<file path="src/hdl/mhp_pkg.sv">
package mhp_pkg;

  // header field widths as seen by the link layer
  localparam int TASK_NUM_W = 8;
  localparam int SEG_IDX_W  = 8;   // segment index and segment count
  localparam int HDR_SIZE_W = 11;  // packet size in bytes
  localparam int BYTE_W     = 8;

  // pong frame payload length in bytes
  localparam int PONG_BYTES = 4;

  // pong payload, built as a task map and sent out byte by byte
  typedef union packed {
    logic [PONG_BYTES*BYTE_W-1:0]      task_map;  // bit k is task k+1
    logic [PONG_BYTES-1:0][BYTE_W-1:0] bytes;     // byte 0 leaves first
  } pong_payload_u;

endpackage

</file>
<file path="src/hdl/task_cfg_pkg.sv">
package task_cfg_pkg;

  // task numbers run 1..MAX_TASKS, the pong map has one bit each
  localparam int MAX_TASKS = 32;

  // bit k set means task k+1 is built into this accelerator
  // only task 8 (floating point butterfly) is present for now
  localparam logic [MAX_TASKS-1:0] ENABLED_TASKS = 32'h0000_0080;

endpackage

</file>
<file path="src/hdl/frame_sequencer.sv">
`timescale 1ns/10ps

module frame_sequencer #(
  parameter int PACKET_SIZE_WIDTH = 12,
  parameter int SEG_BYTES_LOG2    = 10
) (
  input  logic                                 i_clk,
  input  logic                                 i_rst,
  input  logic                                 i_rx_valid,
  input  logic                                 i_rx_ping,
  input  logic [mhp_pkg::HDR_SIZE_W-1:0]       i_rx_packet_size,
  input  logic [mhp_pkg::SEG_IDX_W-1:0]        i_rx_segment_index,
  input  logic [mhp_pkg::SEG_IDX_W-1:0]        i_rx_segments_number,
  input  logic                                 i_tx_busy,
  input  logic                                 i_tx_header_sent,
  input  logic                                 i_tx_ack,
  input  logic                                 i_sel_request,
  input  logic                                 i_sel_answer_ready,
  input  logic [mhp_pkg::BYTE_W-1:0]           i_sel_answer_data,
  input  logic [PACKET_SIZE_WIDTH-1:0]         i_sel_answer_size,
  input  logic [mhp_pkg::TASK_NUM_W-1:0]       i_grant,
  output logic                                 o_tx_ping,
  output logic [mhp_pkg::TASK_NUM_W-1:0]       o_tx_task_number,
  output logic [mhp_pkg::HDR_SIZE_W-1:0]       o_tx_packet_size,
  output logic [mhp_pkg::SEG_IDX_W-1:0]        o_tx_segment_index,
  output logic [mhp_pkg::SEG_IDX_W-1:0]        o_tx_segments_number,
  output logic                                 o_tx_hdr_req,
  output logic                                 o_tx_valid,
  output logic [mhp_pkg::BYTE_W-1:0]           o_tx_data,
  output logic                                 o_fwd_valid,
  output logic                                 o_fwd_last,
  output logic                                 o_answer_take,
  output logic                                 o_grant_advance,
  output logic                                 o_idle
);

  localparam logic [2:0] S_IDLE        = 3'd0;
  localparam logic [2:0] S_READ_PING   = 3'd1;
  localparam logic [2:0] S_READ_TASK   = 3'd2;
  localparam logic [2:0] S_SEND_HDR    = 3'd3;
  localparam logic [2:0] S_SEND_PONG   = 3'd4;
  localparam logic [2:0] S_SEND_ANSWER = 3'd5;
  localparam logic [2:0] S_WAIT_LINK   = 3'd6;

  localparam int HW     = mhp_pkg::HDR_SIZE_W;
  localparam int PIDX_W = $clog2(mhp_pkg::PONG_BYTES);
  localparam logic [PACKET_SIZE_WIDTH-1:0] SEG_BYTES = PACKET_SIZE_WIDTH'(1 << SEG_BYTES_LOG2);

  logic [2:0]                   state;
  logic [2:0]                   next_state;
  logic [HW-1:0]                cnt;        // bytes of current frame or segment
  logic [HW-1:0]                last_size;  // size of final segment
  logic                         rx_drop;
  logic                         rx_start;
  logic                         ans_start;
  logic                         rx_last_byte;
  logic                         tx_move;
  logic [PACKET_SIZE_WIDTH-1:0] ans_rem;
  logic [PACKET_SIZE_WIDTH-1:0] ans_segs;
  logic [PACKET_SIZE_WIDTH-1:0] ans_first;
  mhp_pkg::pong_payload_u       pong;

  assign pong = task_cfg_pkg::ENABLED_TASKS;

  // segment split of the granted answer
  assign ans_rem   = i_sel_answer_size & (SEG_BYTES - 1'b1);
  assign ans_segs  = (i_sel_answer_size >> SEG_BYTES_LOG2) + PACKET_SIZE_WIDTH'(ans_rem != '0);
  assign ans_first = (i_sel_answer_size > SEG_BYTES) ? SEG_BYTES : i_sel_answer_size;

  assign rx_start     = (state == S_IDLE) && i_rx_valid && !i_tx_busy && !rx_drop;
  assign ans_start    = (state == S_IDLE) && !i_rx_valid && !i_tx_busy && i_sel_answer_ready;
  assign rx_last_byte = (cnt == i_rx_packet_size - 1'b1);
  assign tx_move      = o_tx_valid && i_tx_ack;

  assign o_fwd_valid = !i_rx_ping &&
                       ((rx_start && i_sel_request) || (state == S_READ_TASK && i_rx_valid));
  assign o_fwd_last  = o_fwd_valid && rx_last_byte &&
                       (i_rx_segment_index == i_rx_segments_number - 1'b1);

  assign o_tx_hdr_req    = (state == S_SEND_HDR);
  assign o_tx_valid      = (state == S_SEND_PONG) || (state == S_SEND_ANSWER && i_sel_answer_ready);
  assign o_tx_data       = (state == S_SEND_PONG) ? pong.bytes[cnt[PIDX_W-1:0]] : i_sel_answer_data;
  assign o_answer_take   = (state == S_SEND_ANSWER) && i_sel_answer_ready && i_tx_ack;
  assign o_grant_advance = (state == S_IDLE) && !i_sel_answer_ready;
  assign o_idle          = (state == S_IDLE);

  always_comb begin
    next_state = state;
    case (state)
      S_IDLE: begin
        if (rx_start) begin
          if (i_rx_ping)
            next_state = S_READ_PING;
          else if (i_sel_request && !rx_last_byte)
            next_state = S_READ_TASK;  // one-byte frame stays idle
        end else if (ans_start) begin
          next_state = S_SEND_HDR;
        end
      end
      S_READ_PING:
        if (!i_rx_valid) next_state = S_SEND_HDR;
      S_READ_TASK:
        if (i_rx_valid && rx_last_byte) next_state = S_IDLE;
      S_SEND_HDR:
        if (i_tx_header_sent) next_state = o_tx_ping ? S_SEND_PONG : S_SEND_ANSWER;
      S_SEND_PONG:
        if (i_tx_ack && cnt == HW'(mhp_pkg::PONG_BYTES - 1)) next_state = S_IDLE;
      S_SEND_ANSWER: begin
        if (o_answer_take && cnt == o_tx_packet_size - 1'b1) begin
          if (o_tx_segment_index == o_tx_segments_number - 1'b1)
            next_state = S_IDLE;
          else
            next_state = S_WAIT_LINK;
        end
      end
      S_WAIT_LINK:
        if (!i_tx_busy) next_state = S_SEND_HDR;
      default: next_state = S_IDLE;
    endcase
  end

  always_ff @(posedge i_clk) begin
    if (i_rst)
      state <= S_IDLE;
    else
      state <= next_state;
  end

  always_ff @(posedge i_clk) begin
    if (i_rst)
      cnt <= '0;
    else if (state == S_IDLE && next_state == S_READ_TASK)
      cnt <= HW'(1);  // first byte went out while idle
    else if (state != next_state)
      cnt <= '0;
    else if (state != S_IDLE && (o_fwd_valid || tx_move))
      cnt <= cnt + 1'b1;
  end

  // refused frame is ignored until valid drops
  always_ff @(posedge i_clk) begin
    if (i_rst || !i_rx_valid)
      rx_drop <= 1'b0;
    else if (rx_start && !i_rx_ping && !i_sel_request)
      rx_drop <= 1'b1;
  end

  always_ff @(posedge i_clk) begin
    if (state == S_READ_PING && !i_rx_valid) begin
      o_tx_ping            <= 1'b1;
      o_tx_task_number     <= '0;
      o_tx_packet_size     <= HW'(mhp_pkg::PONG_BYTES);
      o_tx_segment_index   <= '0;
      o_tx_segments_number <= mhp_pkg::SEG_IDX_W'(1);
    end else if (ans_start) begin
      o_tx_ping            <= 1'b0;
      o_tx_task_number     <= i_grant + 1'b1;
      o_tx_packet_size     <= ans_first[HW-1:0];
      o_tx_segment_index   <= '0;
      o_tx_segments_number <= ans_segs[mhp_pkg::SEG_IDX_W-1:0];
      last_size            <= (ans_rem != '0) ? ans_rem[HW-1:0] : SEG_BYTES[HW-1:0];
    end else if (state == S_WAIT_LINK && !i_tx_busy) begin
      o_tx_segment_index <= o_tx_segment_index + 1'b1;
      if (o_tx_segment_index + mhp_pkg::SEG_IDX_W'(2) == o_tx_segments_number)
        o_tx_packet_size <= last_size;  // next one is the tail
      else
        o_tx_packet_size <= SEG_BYTES[HW-1:0];
    end
  end

  // answer payload never runs past the size in its header
  a_ans_cnt_range: assert property (@(posedge i_clk) disable iff (i_rst)
    (state == S_SEND_ANSWER) |-> (cnt < o_tx_packet_size))
    else $error("answer byte count past segment size");

endmodule

</file>
<file path="src/hdl/task_port_switch.sv">
`timescale 1ns/10ps

module task_port_switch #(
  parameter int TASK_PORTS        = 10,
  parameter int PACKET_SIZE_WIDTH = 12
) (
  input  logic                                         i_clk,
  input  logic                                         i_rst,
  input  logic [mhp_pkg::TASK_NUM_W-1:0]               i_rx_task_number,
  input  logic [mhp_pkg::BYTE_W-1:0]                   i_rx_data,
  input  logic                                         i_fwd_valid,
  input  logic                                         i_fwd_last,
  input  logic                                         i_grant_advance,
  input  logic                                         i_answer_take,
  input  logic [TASK_PORTS-1:0]                        i_task_request,
  input  logic [TASK_PORTS-1:0]                        i_answer_ready,
  input  logic [TASK_PORTS-1:0][mhp_pkg::BYTE_W-1:0]   i_answer_data,
  input  logic [TASK_PORTS-1:0][PACKET_SIZE_WIDTH-1:0] i_answer_size,
  output logic [TASK_PORTS-1:0][mhp_pkg::BYTE_W-1:0]   o_task_data,
  output logic [TASK_PORTS-1:0]                        o_task_valid,
  output logic [TASK_PORTS-1:0]                        o_task_last,
  output logic [TASK_PORTS-1:0]                        o_answer_take,
  output logic                                         o_sel_request,
  output logic                                         o_sel_answer_ready,
  output logic [mhp_pkg::BYTE_W-1:0]                   o_sel_answer_data,
  output logic [PACKET_SIZE_WIDTH-1:0]                 o_sel_answer_size,
  output logic [mhp_pkg::TASK_NUM_W-1:0]               o_grant
);

  localparam int TW = mhp_pkg::TASK_NUM_W;
  localparam logic [TW-1:0] LAST_PORT = TW'(TASK_PORTS - 1);

  logic [TW-1:0]         rx_port;
  logic [TASK_PORTS-1:0] rx_hit;
  logic [TASK_PORTS-1:0] grant_hit;

  assign rx_port = i_rx_task_number - 1'b1;  // task 0 wraps out of range

  always_comb begin
    rx_hit             = '0;
    grant_hit          = '0;
    o_sel_request      = 1'b0;
    o_sel_answer_ready = 1'b0;
    o_sel_answer_data  = '0;
    o_sel_answer_size  = '0;
    for (int p = 0; p < TASK_PORTS; p++) begin
      if (rx_port == TW'(p)) begin
        rx_hit[p]     = 1'b1;
        o_sel_request = i_task_request[p];
      end
      if (o_grant == TW'(p)) begin
        grant_hit[p]       = 1'b1;
        o_sel_answer_ready = i_answer_ready[p];
        o_sel_answer_data  = i_answer_data[p];
        o_sel_answer_size  = i_answer_size[p];
      end
    end
  end

  assign o_answer_take = grant_hit & {TASK_PORTS{i_answer_take}};

  always_ff @(posedge i_clk) begin
    if (i_rst) begin
      o_task_valid <= '0;
      o_task_last  <= '0;
    end else begin
      o_task_valid <= rx_hit & {TASK_PORTS{i_fwd_valid}};
      o_task_last  <= rx_hit & {TASK_PORTS{i_fwd_valid && i_fwd_last}};
    end
  end

  always_ff @(posedge i_clk) begin
    for (int p = 0; p < TASK_PORTS; p++) begin
      if (rx_hit[p] && i_fwd_valid) o_task_data[p] <= i_rx_data;
    end
  end

  // round robin grant parks on a port that has an answer
  always_ff @(posedge i_clk) begin
    if (i_rst)
      o_grant <= '0;
    else if (i_grant_advance)
      o_grant <= (o_grant == LAST_PORT) ? '0 : o_grant + 1'b1;
  end

  a_take_needs_ready: assert property (@(posedge i_clk) disable iff (i_rst)
    (o_answer_take & ~i_answer_ready) == '0)
    else $error("answer taken from a port with no answer ready");

  a_grant_range: assert property (@(posedge i_clk) disable iff (i_rst)
    o_grant <= LAST_PORT)
    else $error("grant past last task port");

endmodule

</file>
<file path="src/hdl/transaction_watchdog.sv">
`timescale 1ns/10ps

module transaction_watchdog #(
  parameter int WATCHDOG_CYCLES = 1024
) (
  input  logic i_clk,
  input  logic i_rst,
  input  logic i_idle,
  output logic o_busy,
  output logic o_watchdog_trig
);

  localparam int CNT_W = $clog2(WATCHDOG_CYCLES + 1);

  logic [CNT_W-1:0] count;

  // reload while idle, run down otherwise
  always_ff @(posedge i_clk) begin
    if (i_rst || i_idle)
      count <= CNT_W'(WATCHDOG_CYCLES);
    else if (count != '0)
      count <= count - 1'b1;
  end

  always_ff @(posedge i_clk) begin
    if (i_rst) begin
      o_busy          <= 1'b0;
      o_watchdog_trig <= 1'b0;
    end else begin
      o_busy <= !i_idle;
      if (i_idle)
        o_watchdog_trig <= 1'b0;
      else if (count == '0)
        o_watchdog_trig <= 1'b1;  // sticky until back in idle
    end
  end

endmodule

</file>
<file path="src/hdl/task_manager.sv">
`timescale 1ns/10ps

module task_manager #(
  parameter int TASK_PORTS        = 10,  // 1..32
  parameter int PACKET_SIZE_WIDTH = 12,  // 11..18
  parameter int SEG_BYTES_LOG2    = 10,
  parameter int WATCHDOG_CYCLES   = 32'h0EE6_B27F
) (
  input  logic                                           i_clk,
  input  logic                                           i_rst,
  // rx from link layer
  input  logic                                           i_rx_valid,
  input  logic [mhp_pkg::BYTE_W-1:0]                     i_rx_data,
  input  logic                                           i_rx_ping,
  input  logic [mhp_pkg::TASK_NUM_W-1:0]                 i_rx_task_number,
  input  logic [mhp_pkg::HDR_SIZE_W-1:0]                 i_rx_packet_size,
  input  logic [mhp_pkg::SEG_IDX_W-1:0]                  i_rx_segment_index,
  input  logic [mhp_pkg::SEG_IDX_W-1:0]                  i_rx_segments_number,
  // tx to link layer
  output logic                                           o_tx_ping,
  output logic [mhp_pkg::TASK_NUM_W-1:0]                 o_tx_task_number,
  output logic [mhp_pkg::HDR_SIZE_W-1:0]                 o_tx_packet_size,
  output logic [mhp_pkg::SEG_IDX_W-1:0]                  o_tx_segment_index,
  output logic [mhp_pkg::SEG_IDX_W-1:0]                  o_tx_segments_number,
  output logic                                           o_tx_hdr_req,
  output logic                                           o_tx_valid,
  output logic [mhp_pkg::BYTE_W-1:0]                     o_tx_data,
  input  logic                                           i_tx_header_sent,
  input  logic                                           i_tx_ack,
  input  logic                                           i_tx_busy,
  // task ports, port p serves task p+1
  output logic [TASK_PORTS-1:0][mhp_pkg::BYTE_W-1:0]     o_task_data,
  output logic [TASK_PORTS-1:0]                          o_task_valid,
  output logic [TASK_PORTS-1:0]                          o_task_last,
  output logic [TASK_PORTS-1:0]                          o_answer_take,
  input  logic [TASK_PORTS-1:0]                          i_task_request,
  input  logic [TASK_PORTS-1:0]                          i_answer_ready,
  input  logic [TASK_PORTS-1:0][mhp_pkg::BYTE_W-1:0]     i_answer_data,
  input  logic [TASK_PORTS-1:0][PACKET_SIZE_WIDTH-1:0]   i_answer_size,
  // status
  output logic                                           o_busy,
  output logic                                           o_watchdog_trig
);

  logic                               fwd_valid;
  logic                               fwd_last;
  logic                               grant_advance;
  logic                               answer_take;
  logic                               idle;
  logic                               sel_request;
  logic                               sel_answer_ready;
  logic [mhp_pkg::BYTE_W-1:0]         sel_answer_data;
  logic [PACKET_SIZE_WIDTH-1:0]       sel_answer_size;
  logic [mhp_pkg::TASK_NUM_W-1:0]     grant;

  frame_sequencer #(
    .PACKET_SIZE_WIDTH (PACKET_SIZE_WIDTH),
    .SEG_BYTES_LOG2    (SEG_BYTES_LOG2)
  ) u_sequencer (
    .i_clk                (i_clk),
    .i_rst                (i_rst),
    .i_rx_valid           (i_rx_valid),
    .i_rx_ping            (i_rx_ping),
    .i_rx_packet_size     (i_rx_packet_size),
    .i_rx_segment_index   (i_rx_segment_index),
    .i_rx_segments_number (i_rx_segments_number),
    .i_tx_busy            (i_tx_busy),
    .i_tx_header_sent     (i_tx_header_sent),
    .i_tx_ack             (i_tx_ack),
    .i_sel_request        (sel_request),
    .i_sel_answer_ready   (sel_answer_ready),
    .i_sel_answer_data    (sel_answer_data),
    .i_sel_answer_size    (sel_answer_size),
    .i_grant              (grant),
    .o_tx_ping            (o_tx_ping),
    .o_tx_task_number     (o_tx_task_number),
    .o_tx_packet_size     (o_tx_packet_size),
    .o_tx_segment_index   (o_tx_segment_index),
    .o_tx_segments_number (o_tx_segments_number),
    .o_tx_hdr_req         (o_tx_hdr_req),
    .o_tx_valid           (o_tx_valid),
    .o_tx_data            (o_tx_data),
    .o_fwd_valid          (fwd_valid),
    .o_fwd_last           (fwd_last),
    .o_answer_take        (answer_take),
    .o_grant_advance      (grant_advance),
    .o_idle               (idle)
  );

  task_port_switch #(
    .TASK_PORTS        (TASK_PORTS),
    .PACKET_SIZE_WIDTH (PACKET_SIZE_WIDTH)
  ) u_switch (
    .i_clk              (i_clk),
    .i_rst              (i_rst),
    .i_rx_task_number   (i_rx_task_number),
    .i_rx_data          (i_rx_data),
    .i_fwd_valid        (fwd_valid),
    .i_fwd_last         (fwd_last),
    .i_grant_advance    (grant_advance),
    .i_answer_take      (answer_take),
    .i_task_request     (i_task_request),
    .i_answer_ready     (i_answer_ready),
    .i_answer_data      (i_answer_data),
    .i_answer_size      (i_answer_size),
    .o_task_data        (o_task_data),
    .o_task_valid       (o_task_valid),
    .o_task_last        (o_task_last),
    .o_answer_take      (o_answer_take),
    .o_sel_request      (sel_request),
    .o_sel_answer_ready (sel_answer_ready),
    .o_sel_answer_data  (sel_answer_data),
    .o_sel_answer_size  (sel_answer_size),
    .o_grant            (grant)
  );

  transaction_watchdog #(
    .WATCHDOG_CYCLES (WATCHDOG_CYCLES)
  ) u_watchdog (
    .i_clk           (i_clk),
    .i_rst           (i_rst),
    .i_idle          (idle),
    .o_busy          (o_busy),
    .o_watchdog_trig (o_watchdog_trig)
  );

endmodule

</file>
<file path="config.mk">
export PLATFORM = sky130hd
export DESIGN_NAME = task_manager
export DESIGN_NICKNAME = d
export VERILOG_FILES = /design/src/hdl/mhp_pkg.sv /design/src/hdl/task_cfg_pkg.sv /design/src/hdl/frame_sequencer.sv /design/src/hdl/task_port_switch.sv /design/src/hdl/transaction_watchdog.sv /design/src/hdl/task_manager.sv
export SDC_FILE = /design/constraint.sdc
export NUM_CORES = 1
export LEC_CHECK = 0
export BUFFER_PORTS_ARGS = -buffer_cell sky130_fd_sc_hd__buf_2
export CAP_MARGIN = 20
export CELL_PAD_IN_SITES_DETAIL_PLACEMENT = 1
export CELL_PAD_IN_SITES_GLOBAL_PLACEMENT = 1
export CORE_MARGIN = 2
export CORE_UTILIZATION = 33
export DETAILED_ROUTE_END_ITERATION = 10
export PLACE_DENSITY_LB_ADDON = 0.05
export SLEW_MARGIN = 10
export SYNTH_ARGS = -nofsm -noshare
export SYNTH_HDL_FRONTEND = slang
export SYNTH_SLANG_ARGS = --single-unit
</file>
<file path="constraint.sdc">
create_clock -name i_clk -period 3.25 [get_ports i_clk]
set_clock_uncertainty 0.2 [all_clocks]
set_input_delay 0.1625 -clock i_clk [delete_from_list [all_inputs] [get_ports i_clk]]
set_output_delay 0.1625 -clock i_clk [all_outputs]
set_load 0.005 [all_outputs]
</file>
Yosys cells after proc, flatten, opt, wreduce, memory -nomap -nowiden. Cells that the tools add are included. Widths: inputs -> output; s select.

$add $sub $neg: 11. Order comparisons: 2. Equal/unequal tests: 32. Multiplexer cells: 85. Bitwise operators: 4. Reductions and logical operators: 62.

Operators by type and width (count): $mux 12 (10); $mux 8 (13); $eq 8x3->1 const B (8); $mux 11 (5); $mux 1 (44); $logic_and 1x1->1 (36); $mux 3 (11); $eq 8x2->1 const B (4); $eq 8x4->1 const B (4); $and 10x10->10 (3); $logic_not 28->1 (1); $reduce_bool 28->1 (1); $sub 28x1->28 const B (1); $eq 8x8->1 (3); $sub 8x1->8 const B (3); $eq 11x11->1 (2); $sub 11x1->11 const B (2); $pmux 3 s7 (1); $add 8x1->8 const B (2); $bmux 8 s2 (1); $eq 8x1->1 const B (2); $logic_not 8->1 (2); $gt 12x11->1 const B (1); $reduce_bool 12->1 (1); 18 further kinds (35).

Bits in registers: 200. Output and inout port bits: 158. Word-level logic and storage cells: 223.

Depth between registers and ports, before layout. Gate-level depths: netlist of run 1.

Depth after elaboration: 20. Gate-level depth with buffers: 16. Depth with buffers taken out: 13.

By module. From an unflattened synthesis of run 1, not the netlist that was laid out.

Cells, all modules: 1237. Area, all modules: 11320.9 µm².

By module, submodules not included: task_port_switch (instances 1, cells each 553, area an instance 5696.7 µm²); frame_sequencer (instances 1, cells each 514, area an instance 4171.5 µm²); transaction_watchdog (instances 1, cells each 170, area an instance 1452.6 µm²).

Worst setup path after synthesis of run 1. Ideal clock, no wire load.

Path type: flip-flop to flip-flop. Start point: register u_switch.o_grant[0] (netlist name). End point: register u_sequencer.o_tx_segments_number[1] (netlist name). Setup time: 0.127 ns. Data arrival time: 2.893 ns. Data required time: 2.923 ns. Path slack: 0.030 ns. Cell stages (with the launch flop): 15. Cell sequence: dfxtp_1 > inv_1 > ha_1 > clkbuf_1 > clkbuf_1 > clkbuf_1 > nand2_1 > o211ai_1 > a32oi_1 > nor4_1 > nand4b_1 > ha_1 > ha_1 > nand2_1 > o31ai_1.

Longest elaborated chain between the ends: 13. Elaborated cells on any way between the ends: 33. Classes of those cells: add/sub (1); eq/ne (9); mux (20); reduce/logical (3).

RTL lines: start: declaration (RTL line task_port_switch.sv:27) `output logic [mhp_pkg::TASK_NUM_W-1:0] o_grant`; start signal: assignment (RTL line task_port_switch.sv:83) `o_grant <= (o_grant == LAST_PORT) ? '0 : o_grant + 1'b1;`; $logic_not 8->1 (RTL line task_port_switch.sv:51) `if (o_grant == TW'(p)) begin`; $mux 12 (9 in series) (RTL line task_port_switch.sv:51); $mux 12 * (RTL line task_port_switch.sv:51); $reduce_bool 12->1 (RTL line frame_sequencer.sv:67) `assign ans_segs = (i_sel_answer_size >> SEG_BYTES_LOG2) + PACKET_SIZE_WIDTH'(ans_rem != '0);`; $add 2x1->3 * (RTL line frame_sequencer.sv:67); named net u_sequencer.ans_segs[1] (RTL line frame_sequencer.sv:59) `logic [PACKET_SIZE_WIDTH-1:0] ans_segs;`; end signal: assignment (RTL line frame_sequencer.sv:154) `o_tx_segments_number <= mhp_pkg::SEG_IDX_W'(1);`; end signal: assignment (RTL line frame_sequencer.sv:160) `o_tx_segments_number <= ans_segs[mhp_pkg::SEG_IDX_W-1:0];`; end: declaration (RTL line frame_sequencer.sv:26) `output logic [mhp_pkg::SEG_IDX_W-1:0] o_tx_segments_number,`.

The timed path passes the listed nets; every way through them passes the cells marked *. A chain may end at the register's enable or synchronous reset.

Worst setup path in the final report of run 1.
Start point: register u_switch.o_grant[3] (netlist name). End point: output port o_answer_take[4].

Longest elaborated chain between the ends: 14. Elaborated cells on any way between the ends: 24. Classes of those cells: eq/ne (9); mux (11); bitwise (1); reduce/logical (3).

RTL lines: $logic_not 8->1 (RTL line task_port_switch.sv:51); $mux 1 (10 in series) (RTL line task_port_switch.sv:51); $logic_and 1x1->1 (2 in series) (RTL line frame_sequencer.sv:83) `assign o_answer_take = (state == S_SEND_ANSWER) && i_sel_answer_ready && i_tx_ack;`; $and 10x10->10 * (RTL line task_port_switch.sv:60) `assign o_answer_take = grant_hit & {TASK_PORTS{i_answer_take}};`; end: declaration (RTL line task_manager.sv:35) `output logic [TASK_PORTS-1:0] o_answer_take,`.

Mark *: on every way between the ends. The rest lies on a longest branch, timed or not.

==> impl_metrics.env, run 1 <==
export IMPL_ff2ff_setup_slack_ns=0.12
export IMPL_dp_cells=2145
export IMPL_routedWlPerCell_um=21.5
export IMPL_startpoint_type="register"
export IMPL_grt_pass1_vias=12200
export IMPL_grt_start_max_net_pins=37
export IMPL_groute_usage_overall=0.265
export IMPL_io_buffers=422
export IMPL_via_count=11700
export IMPL_endpoint="o_answer_take[4]"
export IMPL_clock_latency_ns=0.44
export IMPL_drtIter0Drc=659
export IMPL_ctsRootBufferMaster="clkbuf_16"
export IMPL_slew_headroom=0.417
export IMPL_finalMaxSlewViolations=0
export IMPL_ys_warn_count=0
export IMPL_synth_area_sq_um=11200
export IMPL_startpoint="u_switch.o_grant[3]$_SDFFE_PP0P_"
export IMPL_clock_sinks=195
export IMPL_setup_violations_final=0
export IMPL_r2r_end="u_sequencer.cnt[7]$_SDFFE_PP0P_"
export IMPL_rsz0062_at_grt="yes"
export IMPL_status="completed"
export IMPL_p_per_area_nw_per_um2=638
export IMPL_path_depth=10
export IMPL_arrival_ns=2.84
export IMPL_slowest_delay_ns=0.66
export IMPL_yosys_area_top_type_share=0.244
export IMPL_synth_edf_count=91
export IMPL_critPathBufInv=4
export IMPL_crit_path_end_kind="output pin"
export IMPL_drt_vias_per_instance=5.26
export IMPL_synthDistinctLibCells=93
export IMPL_worst_pin_slew_ns=0.874
export IMPL_synth_common_cells="nor2_1, nand2_1, dfxtp_1"
export IMPL_period_share=0.986
export IMPL_ant_nets=0
export IMPL_start_util=0.334
export IMPL_die_w_um=188
export IMPL_worst_path_most_repeated_cell="buf_6"
export IMPL_cpMaxStageDelayCell="or4_4"
export IMPL_seq_area_frac_synth=0.430
export IMPL_cts_buffer_depth=2
export IMPL_hold_viol_final=0
export IMPL_worst_path_max_fanout=6
export IMPL_async_reset_ff_frac=0
export IMPL_critPathKind="reg2out"
export IMPL_syn_avg_cell_area_sq_um=9.01
export IMPL_leakagePower_nw=6.57
export IMPL_dp_hpwl_um=37900
export IMPL_cp_required_ns=2.89
export IMPL_pin_count=428
export IMPL_cts_made_buffers=17
export IMPL_htree_levels=4
export IMPL_hold_worst_slack_ns=0.00886
export IMPL_drive_gt1_frac=0.390
export IMPL_core_sq_um=33400
export IMPL_fin_cells=2229
export IMPL_yosysMostFrequentCell="nor2_1"
export IMPL_peakVddDrop_mv=0.459
export IMPL_grt_remaining_overflow=0
export IMPL_place_congestion=0.901
export IMPL_cts_tree="done"
export IMPL_fin_crit_ns=3.21
export IMPL_yosysTopAreaCell="edfxtp_1"
export IMPL_antenna_found_initial=5
export IMPL_fp_dieH_um=188
export IMPL_die_area_sq_um=35400
export IMPL_drc_errors=0
export IMPL_placementRows=67
export IMPL_drt_total_wl_um=47900
export IMPL_fmax_mhz=312
export IMPL_cap_violations=0
export IMPL_ys_seq_elements=195
export IMPL_synthTopCellsByArea="edfxtp_1, dfxtp_1, nor2_1"
export IMPL_path_delay_family="simple AND/OR/NAND/NOR gates"
export IMPL_r2r_start="u_switch.o_grant[3]$_SDFFE_PP0P_"
export IMPL_path_clk_slew_ns=0.08
export IMPL_path_cells="or4_4 > nor2_4 > a22oi_2 > o211ai_4 > buf_6 > nand4_1 > buf_6 > buf_8 > nor3_2 > buf_2"
export IMPL_syn_to_final_growth_pct=41.6
export IMPL_synthCells=1241
export IMPL_ff2ff_path_depth=8
export IMPL_drt_pass1_iterations=5
export IMPL_final_nets=2052
export IMPL_grt_pass1_wl_um=72100
export IMPL_synthFlopType="dfxtp_1"
export IMPL_hp_class="in2reg"
## worst min-delay path by stage
stage / from / to / slack (ns) / cells after the start
final: i_tx_busy / u_sequencer.state[0]$_SDFF_PP0_ / 0.009 / 4
after global routing: i_tx_busy / u_sequencer.state[0]$_SDFF_PP0_ / 0.007 / 4
after CTS: i_tx_busy / u_sequencer.state[0]$_SDFF_PP0_ / 0.006 / 4
after detailed placement: u_watchdog.o_watchdog_trig$_SDFFE_PP0N_ / u_watchdog.o_watchdog_trig$_SDFFE_PP0N_ / 0.24 / 2
after global placement: u_watchdog.o_watchdog_trig$_SDFFE_PP0N_ / u_watchdog.o_watchdog_trig$_SDFFE_PP0N_ / 0.23 / 2
after floorplan: i_rst / u_sequencer.rx_drop$_SDFFE_PP0P_ / 0.04 / 1
## flip-flops by register name, indices dropped and copies added (netlist names), 3 cells and up
register,flops
u_sequencer.o_tx_task_number,8
u_sequencer.state,3
u_watchdog.count,28
u_switch.o_grant,8
u_sequencer.cnt,11
u_sequencer.last_size,11
u_sequencer.o_tx_packet_size,11
u_switch.o_task_valid,10
u_sequencer.o_tx_segments_number,3
u_sequencer.o_tx_segment_index,8
u_switch.o_task_last,10
u_switch.o_task_data,80
## routing by layer
metal,vias to the layer above,track usage,share of wire
li1,5638,-,-
met1,5633,0.320,0.42
met2,395,0.469,0.50
met3,64,0.0488,0.052
met4,4,0.0915,0.026
met5,-,0,0.00044
## worst reg2reg max path, stage by stage (launching register included)
cell	delay (ns)
dfxtp_4	0.37
or4_4	0.66
nor2_4	0.21
a22oi_2	0.13
buf_4	0.16
o211a_1	0.30
or4_1	0.61
nand2_2	0.28
nor3_2	0.09
## placed cells by master (no fill, tap or decap), drive strengths merged, types with 13 or more instances in the layout
cell           n
a211oi        23
a21oi         54
a221oi        17
a31oi         17
and3          24
buf          555
clkbuf        19
dfxtp        104
dlygate4sd3   18
edfxtp        91
ha            16
inv           49
nand2        130
nand3         54
nor2         139
nor2b         19
nor3          47
nor4          22
o211ai        26
o21ai         52
o22ai         16
or3           13
xnor2         49
xor2          33
## power breakdown
| group | internal (mW) | leakage [nW] | switching, mW | total [mW] |
|---|---|---|---|---|
| registers | 2.77 | 1.67 | 0.157 | 2.93 |
| clock network | 1.09 | 0.297 | 1.06 | 2.15 |
| logic | 2.31 | 4.60 | 2.72 | 5.04 |
## kinds of logic after synthesis
kind of cell,Yosys count,share of synthesized area
AO/OA/AOI/OAI,299,0.193
XOR/XNOR,82,0.0642
adder cells (fa/ha/maj),16,0.0179
buffers and inverters,115,0.0434
flip-flops,195,0.430
multiplexers,8,0.00828
other,1,0.000335
AND/OR/NAND/NOR,525,0.243
## through the flow
stage	power (mW)	setup slack (ns)	utilization	TNS (ns)	instance area, sq um
2_1_floorplan	5.45	0.0301	-	0	11200
3_3_place_gp	7.40	0.0514	0.431	0	14400
3_5_place_dp	7.42	-0.105	0.431	-0.105	14400
4_1_cts	9.85	0.00131	0.462	0	15400
5_1_grt	10.7	-0.0911	0.474	-0.474	15800
6_report	10.1	0.0449	0.474	0	15800
## area by class of cell
cell class | count | area [sq um]
multi-input cells | 935 | 6200
clock inverters | 13 | 149
fillers | 3983 | 17600
clock buffers | 19 | 458
inverters | 42 | 166
repair buffers | 575 | 3480
flip-flops and latches | 195 | 4830
diodes | 2 | 5.00
well taps | 448 | 561
## repair_timing
item	in CTS	in global routing
gates cloned	3	0
endpoints found under the hold margin	110	0
buffers inserted	13	16
pin swaps	11	33
hold buffers	18	0
endpoints found under the setup margin	29	53
gates resized for setup	24	64
(Power assumes the default switching activity.)
==> run 2, diff against run 1 <==
Settings changed: CORE_UTILIZATION 33 to 25.
Clock period 3.25 ns to 3.1 ns, I/O delays scaled along.
==> impl_metrics.env, run 2 (same netlist as run 1, synthesis figures left out) <==
export IMPL_largest_register_ffs=80
export IMPL_hold_worst_slack_ns=0.0469
export IMPL_fin_crit_ns=3.17
export IMPL_path_clk_slew_ns=0.08
export IMPL_fp_dieH_um=216
export IMPL_drc_errors=0
export IMPL_grt_pass1_wl_um=76900
export IMPL_clock_latency_ns=0.45
export IMPL_place_congestion=0.873
export IMPL_finalMaxSlewViolations=0
export IMPL_drt_total_wl_um=51400
export IMPL_final_nets=2111
export IMPL_power_share_clock=0.209
export IMPL_busiest_layer="met2"
export IMPL_total_power_mw=11.4
export IMPL_use_met3=0.0444
export IMPL_fin_setup_tns_ns=-0.211
export IMPL_drt_vias_per_instance=4.92
export IMPL_slew_headroom=0.507
export IMPL_worst_path_max_fanout=8
export IMPL_grt_pass1_vias=12500
export IMPL_swShare=0.396
export IMPL_ctsRootBufferMaster="clkbuf_16"
export IMPL_intPower_mw=6.87
export IMPL_critPathKind="reg2out"
export IMPL_p_seq_frac=0.271
export IMPL_rsz0062_at_grt="yes"
export IMPL_drt_pass1_iterations=6
export IMPL_drive_gt1_frac=0.424
export IMPL_placementRows=77
export IMPL_routedWlPerCell_um=21.1
export IMPL_pin_count=428
export IMPL_gr_usage_met1=0.281
export IMPL_cts_made_buffers=17
export IMPL_reg_top3="u_switch.o_task_data: 80 flops, u_watchdog.count: 28 flops"
export IMPL_crit_path_end_kind="output pin"
export IMPL_fmax_mhz=316
export IMPL_via_count=11900
export IMPL_antenna_found_initial=6
export IMPL_grt_start_max_net_pins=30
export IMPL_htree_levels=4
export IMPL_die_area_sq_um=46500
export IMPL_largest_register="u_switch.o_task_data"
export IMPL_failed_checks="setup timing"
export IMPL_start_util=0.253
export IMPL_worst_pin_slew_ns=0.729
export IMPL_power_frac_comb=0.519
export IMPL_ant_nets=0
export IMPL_cap_violations=0
export IMPL_p_per_area_nw_per_um2=677
export IMPL_cp_required_ns=2.74
export IMPL_core_sq_um=44200
export IMPL_peakVddDrop_mv=0.462
export IMPL_hp_class="in2reg"
export IMPL_fin_cells=2430
export IMPL_setup_slack_ns=-0.0654
export IMPL_p_switching_mw=4.50
export IMPL_fillers=5202
export IMPL_startpoint_type="register"
export IMPL_dp_cells=2351
export IMPL_cts_tree="done"
export IMPL_die_w_um=216
export IMPL_drtIter0Drc=473
export IMPL_final_cell_mix="buf_2, buf_4, nor2_1"
export IMPL_use_met2=0.366
export IMPL_groute_usage_overall=0.216
export IMPL_utilization=0.379
export IMPL_leakagePower_nw=6.92
export IMPL_period_share=1.02
export IMPL_clock_sinks=195
export IMPL_hold_viol_final=0
export IMPL_arrival_ns=2.81
export IMPL_status="finished, violations left"
export IMPL_cts_buffer_depth=2
export IMPL_grt_remaining_overflow=0
export IMPL_mostFrequentLayoutCell="buf_2"
export IMPL_dp_hpwl_um=41900
export IMPL_io_buffers=422
export IMPL_syn_to_final_growth_pct=50.0
export IMPL_setup_violations_final=5
export IMPL_antennaDiodeCount=0
## run 2: layout make-up
type	instances	area (sq um)	share of cell area
Multi-Input combinational cell	935	6420	0.383
Sequential cell	195	4830	0.288
Clock buffer	17	425	0.0254
Timing Repair Buffer	634	3970	0.237
Inverter	42	166	0.00992
Clock inverter	15	218	0.0130
Tap cell	592	741	0.0441
## run 2: final timing paths
kind         slack, ns                                          endpoint  depth (start not counted)                               startpoint
min reg2reg       0.25           u_watchdog.o_watchdog_trig$_SDFFE_PP0N_                          2  u_watchdog.o_watchdog_trig$_SDFFE_PP0N_
min               0.05                u_switch.o_task_last[6]$_SDFF_PP0_                          4                      i_rx_task_number[0]
max              -0.07                                      o_tx_data[5]                         14         u_switch.o_grant[1]$_SDFFE_PP0P_
max reg2reg       0.02  u_sequencer.o_tx_segments_number[1]$_SDFFE_PP0P_                         12         u_switch.o_grant[4]$_SDFFE_PP0P_
## run 2: layer usage
layer	share of wire	routed length, um
met5	0.0016	80
met4	0.019	982
met3	0.045	2330
met2	0.48	24700
met1	0.45	23300
## run 2: timing repair
action	CTS	global route
pin swaps	32	33
setup endpoints to repair	39	42
hold buffers	17	0
hold endpoints to repair	112	0
gates cloned	0	3
buffers inserted	13	14
resized for setup	48	91
## run 2: worst max-delay path, cell delays in order (launching register included)
cell and delay, ns:
dfxtp_4 0.41, inv_4 0.06, ha_4 0.18, buf_12 0.13, inv_2 0.08, buf_6 0.17
and4_4 0.26, buf_4 0.15, a221o_1 0.15, o211ai_1 0.10, nand3_1 0.10, o211ai_1 0.10
and3_1 0.21, o22ai_1 0.12, buf_2 0.14
## run 2: stage by stage
| stage | area [sq um] | setup WS (ns) |
|---|---|---|
| 4_1_cts | 16200 | -0.144 |
| 3_5_place_dp | 15100 | -0.162 |
| 6_report | 16800 | -0.0654 |
| 2_1_floorplan | 11200 | 0.00179 |
| 5_1_grt | 16800 | -0.221 |
| 3_3_place_gp | 15100 | -0.106 |
## run 2: power by group through the flow
stage,sequential [mW],clock (mW),combinational (mW)
6_report,3.08,2.38,5.90
5_1_grt,3.11,2.55,6.40
4_1_cts,3.05,2.46,5.48
3_5_place_dp,3.10,0,5.15
3_3_place_gp,3.10,0,5.13
2_1_floorplan,3.10,0,2.62
==> run 3, diff against run 2 <==
Settings changed: ABC_AREA from default to 1.
==> impl_metrics.env, run 3 <==
export IMPL_hold_path_depth=4
export IMPL_synth_edf_count=91
export IMPL_p_per_area_nw_per_um2=712
export IMPL_cts_tree="done"
export IMPL_worst_path_max_fanout=5
export IMPL_ys_warn_count=0
export IMPL_status="finished, violations left"
export IMPL_peakVddDrop_mv=0.347
export IMPL_synth_area_sq_um=11300
export IMPL_crit_path_end_kind="register"
export IMPL_die_area_sq_um=46800
export IMPL_grt_pass1_vias=12500
export IMPL_drive_gt1_frac=0.435
export IMPL_fin_setup_tns_ns=-1.78
export IMPL_synthTopCellsByArea="edfxtp_1, dfxtp_1, nand2_1"
export IMPL_final_cell_mix="buf_2, nand2_1, buf_4"
export IMPL_drt_pass1_iterations=4
export IMPL_hold_worst_slack_ns=0.0182
export IMPL_hp_class="in2reg"
export IMPL_worst_path_most_repeated_cell="buf_6"
export IMPL_leakagePower_nw=7.45
export IMPL_path_clk_slew_ns=0.08
export IMPL_ctsRootBufferMaster="clkbuf_16"
export IMPL_fillers=5406
export IMPL_drtIter0Drc=426
export IMPL_startpoint_type="register"
export IMPL_intPower_mw=7.09
export IMPL_via_count=12000
export IMPL_slowest_delay_ns=0.36
export IMPL_synthDistinctLibCells=60
export IMPL_hold_viol_final=0
export IMPL_critPathKind="reg2reg"
export IMPL_pin_count=428
export IMPL_yosys_area_top_type_share=0.243
export IMPL_groute_usage_overall=0.202
export IMPL_path_delay_family="simple AND/OR/NAND/NOR gates"
export IMPL_setup_slack_ns=-0.129
export IMPL_routedWlPerCell_um=18.7
export IMPL_clock_latency_ns=0.45
export IMPL_ff2ff_path_depth=24
export IMPL_min_to="u_sequencer.cnt[0]$_SDFFE_PP0P_"
export IMPL_worst_pin_slew_ns=0.650
export IMPL_core_sq_um=44300
export IMPL_htree_levels=4
export IMPL_power_share_clock=0.191
export IMPL_syn_avg_cell_area_sq_um=7.99
export IMPL_fin_crit_ns=3.23
export IMPL_reg_top3="u_switch.o_task_data: 80 flops, u_watchdog.count: 28 flops"
export IMPL_final_nets=2286
export IMPL_place_congestion=0.868
export IMPL_largest_register_ffs=80
export IMPL_synthCells=1410
export IMPL_cts_buffer_depth=2
export IMPL_finalMaxSlewViolations=0
export IMPL_postPlaceCellArea_sq_um=14800
export IMPL_drt_total_wl_um=48800
export IMPL_yosysMostFrequentCell="nand2_1"
export IMPL_fp_dieH_um=216
export IMPL_placementRows=77
export IMPL_ff2ff_setup_slack_ns=-0.13
export IMPL_setup_violations_final=29
export IMPL_start_util=0.254
export IMPL_dp_slack_ns=-0.165
export IMPL_die_w_um=216
export IMPL_grt_start_max_net_pins=31
export IMPL_cap_violations=0
export IMPL_syn_to_final_growth_pct=51.3
export IMPL_fmax_mhz=310
export IMPL_path_cells="nor2_4 > nand3_4 > nor3_4 > buf_4 > buf_6 > buf_6 > nand3_2 > nand3_2 > o21ai_1 > a21oi_1 > nor2_1 > o21ai_1 > o211ai_1 > nand3_1 > nand2_2 > nand2_4 > nor2_4 > nand2_4 > buf_6 > buf_8 > buf_12 > nand2_8 > nand2_2 > a21oi_1"
export IMPL_arrival_ns=3.38
export IMPL_period_share=1.04
export IMPL_mostFrequentLayoutCell="buf_2"
export IMPL_worstHoldStart="i_task_request[9]"
export IMPL_rsz0062_at_grt="yes"
export IMPL_slew_headroom=0.555
export IMPL_drc_errors=0
export IMPL_drt_vias_per_instance=4.57
export IMPL_ant_nets=0
export IMPL_async_reset_ff_frac=0
export IMPL_dp_hpwl_um=38900
export IMPL_largest_register="u_switch.o_task_data"
export IMPL_synthFlopType="dfxtp_1"
export IMPL_critPathBufInv=6
export IMPL_r2r_start="u_switch.o_grant[5]$_SDFFE_PP0P_"
export IMPL_yosysTopAreaCell="edfxtp_1"
export IMPL_synth_common_cells="nand2_1, nor2_1, inv_1"
export IMPL_seq_area_frac_synth=0.427
export IMPL_power_frac_comb=0.547
export IMPL_io_buffers=422
export IMPL_swShare=0.416
export IMPL_ys_seq_elements=195
export IMPL_cp_required_ns=3.25
export IMPL_grt_remaining_overflow=0
export IMPL_r2r_end="u_sequencer.o_tx_packet_size[8]$_SDFFE_PP0P_"
export IMPL_clock_sinks=195
export IMPL_cpMaxStageDelayCell="dfxtp_4"
export IMPL_failed_checks="setup timing"
export IMPL_p_seq_frac=0.262
export IMPL_final_area_sq_um=17100
export IMPL_antenna_found_initial=16
export IMPL_p_switching_mw=5.05
export IMPL_cts_made_buffers=17
export IMPL_grt_pass1_wl_um=72800
[run 3: metal layers]
metal  part of all wire  global-route usage  vias up  routed length (um)
met5             0.0020                   0        -                  98
met2               0.50               0.356      283               24400
li1                   -                   -     5950                   -
met3              0.048              0.0462       68                2360
met1               0.43               0.247     5640               20700
met4              0.024              0.0511       16                1190
[run 3: worst max-delay path by stage]
stage	startpoint	to	slack [ns]	cells past startpoint
after floorplan	u_switch.o_grant[0]$_SDFFE_PP0P_	u_sequencer.o_tx_segments_number[1]$_SDFFE_PP0P_	0.16	20
after global placement	u_switch.o_grant[0]$_SDFFE_PP0P_	u_sequencer.o_tx_segments_number[1]$_SDFFE_PP0P_	-0.08	21
after detailed placement	u_switch.o_grant[0]$_SDFFE_PP0P_	u_sequencer.o_tx_segments_number[1]$_SDFFE_PP0P_	-0.16	20
after CTS	u_switch.o_grant[4]$_SDFFE_PP0P_	o_tx_data[7]	-0.11	16
after global routing	u_switch.o_grant[5]$_SDFFE_PP0P_	o_tx_data[7]	-0.30	16
final	u_switch.o_grant[5]$_SDFFE_PP0P_	u_sequencer.o_tx_packet_size[8]$_SDFFE_PP0P_	-0.13	24
[run 3: power by group through the flow]
stage                     logic (mW)  registers [mW]  clock network, mW
final                           6.64            3.18               2.32
after global routing            7.27            3.22               2.50
after CTS                       5.56            3.18               2.40
after detailed placement        5.16            3.22                  0
after global placement          5.11            3.22                  0
after floorplan                 2.92            3.18                  0
[run 3: cell families (layout without fill, tap and decap cells)]
kind of cell | Yosys count | in the layout | share of synthesized area
AO/OA/AOI/OAI | 274 | 274 | 0.142
XOR/XNOR | 69 | 69 | 0.0536
adder cells (fa/ha/maj) | 16 | 16 | 0.0178
buffers and inverters | 205 | 802 | 0.0764
flip-flops | 195 | 195 | 0.427
other | 1 | 14 | 0.000333
AND/OR/NAND/NOR | 650 | 652 | 0.283
[run 3: final cells by class]
cell class	instances	area, sq um	area share
tap	592	741	0.0434
clock buffer	17	425	0.0250
sequential	195	4830	0.283
antenna	9	22.5	0.00132
multi-input combinational	1016	6250	0.367
clock inverter	15	183	0.0107
timing repair buffer	620	3990	0.234
inverter	150	607	0.0356
[run 3: what timing repair did]
item / in CTS / in global routing
gates resized for setup: 63 / 193
endpoints found under the setup margin: 43 / 152
setup buffers: 16 / 41
hold endpoints to repair: 118 / 0
pin swaps: 18 / 72
hold buffers: 23 / 0
gates cloned: 1 / 7
[run 3: worst reg2reg max path: stages, from the launching register on]
cell and delay [ns]:
dfxtp_4 0.36, nor2_4 0.13, nand3_4 0.13, nor3_4 0.28, buf_4 0.16, buf_6 0.09
buf_6 0.11, nand3_2 0.06, nand3_2 0.09, o21ai_1 0.08, a21oi_1 0.17, nor2_1 0.06
o21ai_1 0.15, o211ai_1 0.13, nand3_1 0.14, nand2_2 0.10, nand2_4 0.09, nor2_4 0.04
nand2_4 0.06, buf_6 0.10, buf_8 0.11, buf_12 0.11, nand2_8 0.06, nand2_2 0.06
a21oi_1 0.05
[run 3: stage by stage]
step	instances	utilization	total power, mW
after floorplan	1414	-	6.10
after global placement	2491	0.334	8.33
after detailed placement	2491	0.334	8.38
after CTS	2563	0.360	11.1
after global routing	2610	0.385	13.0
final	2614	0.385	12.1
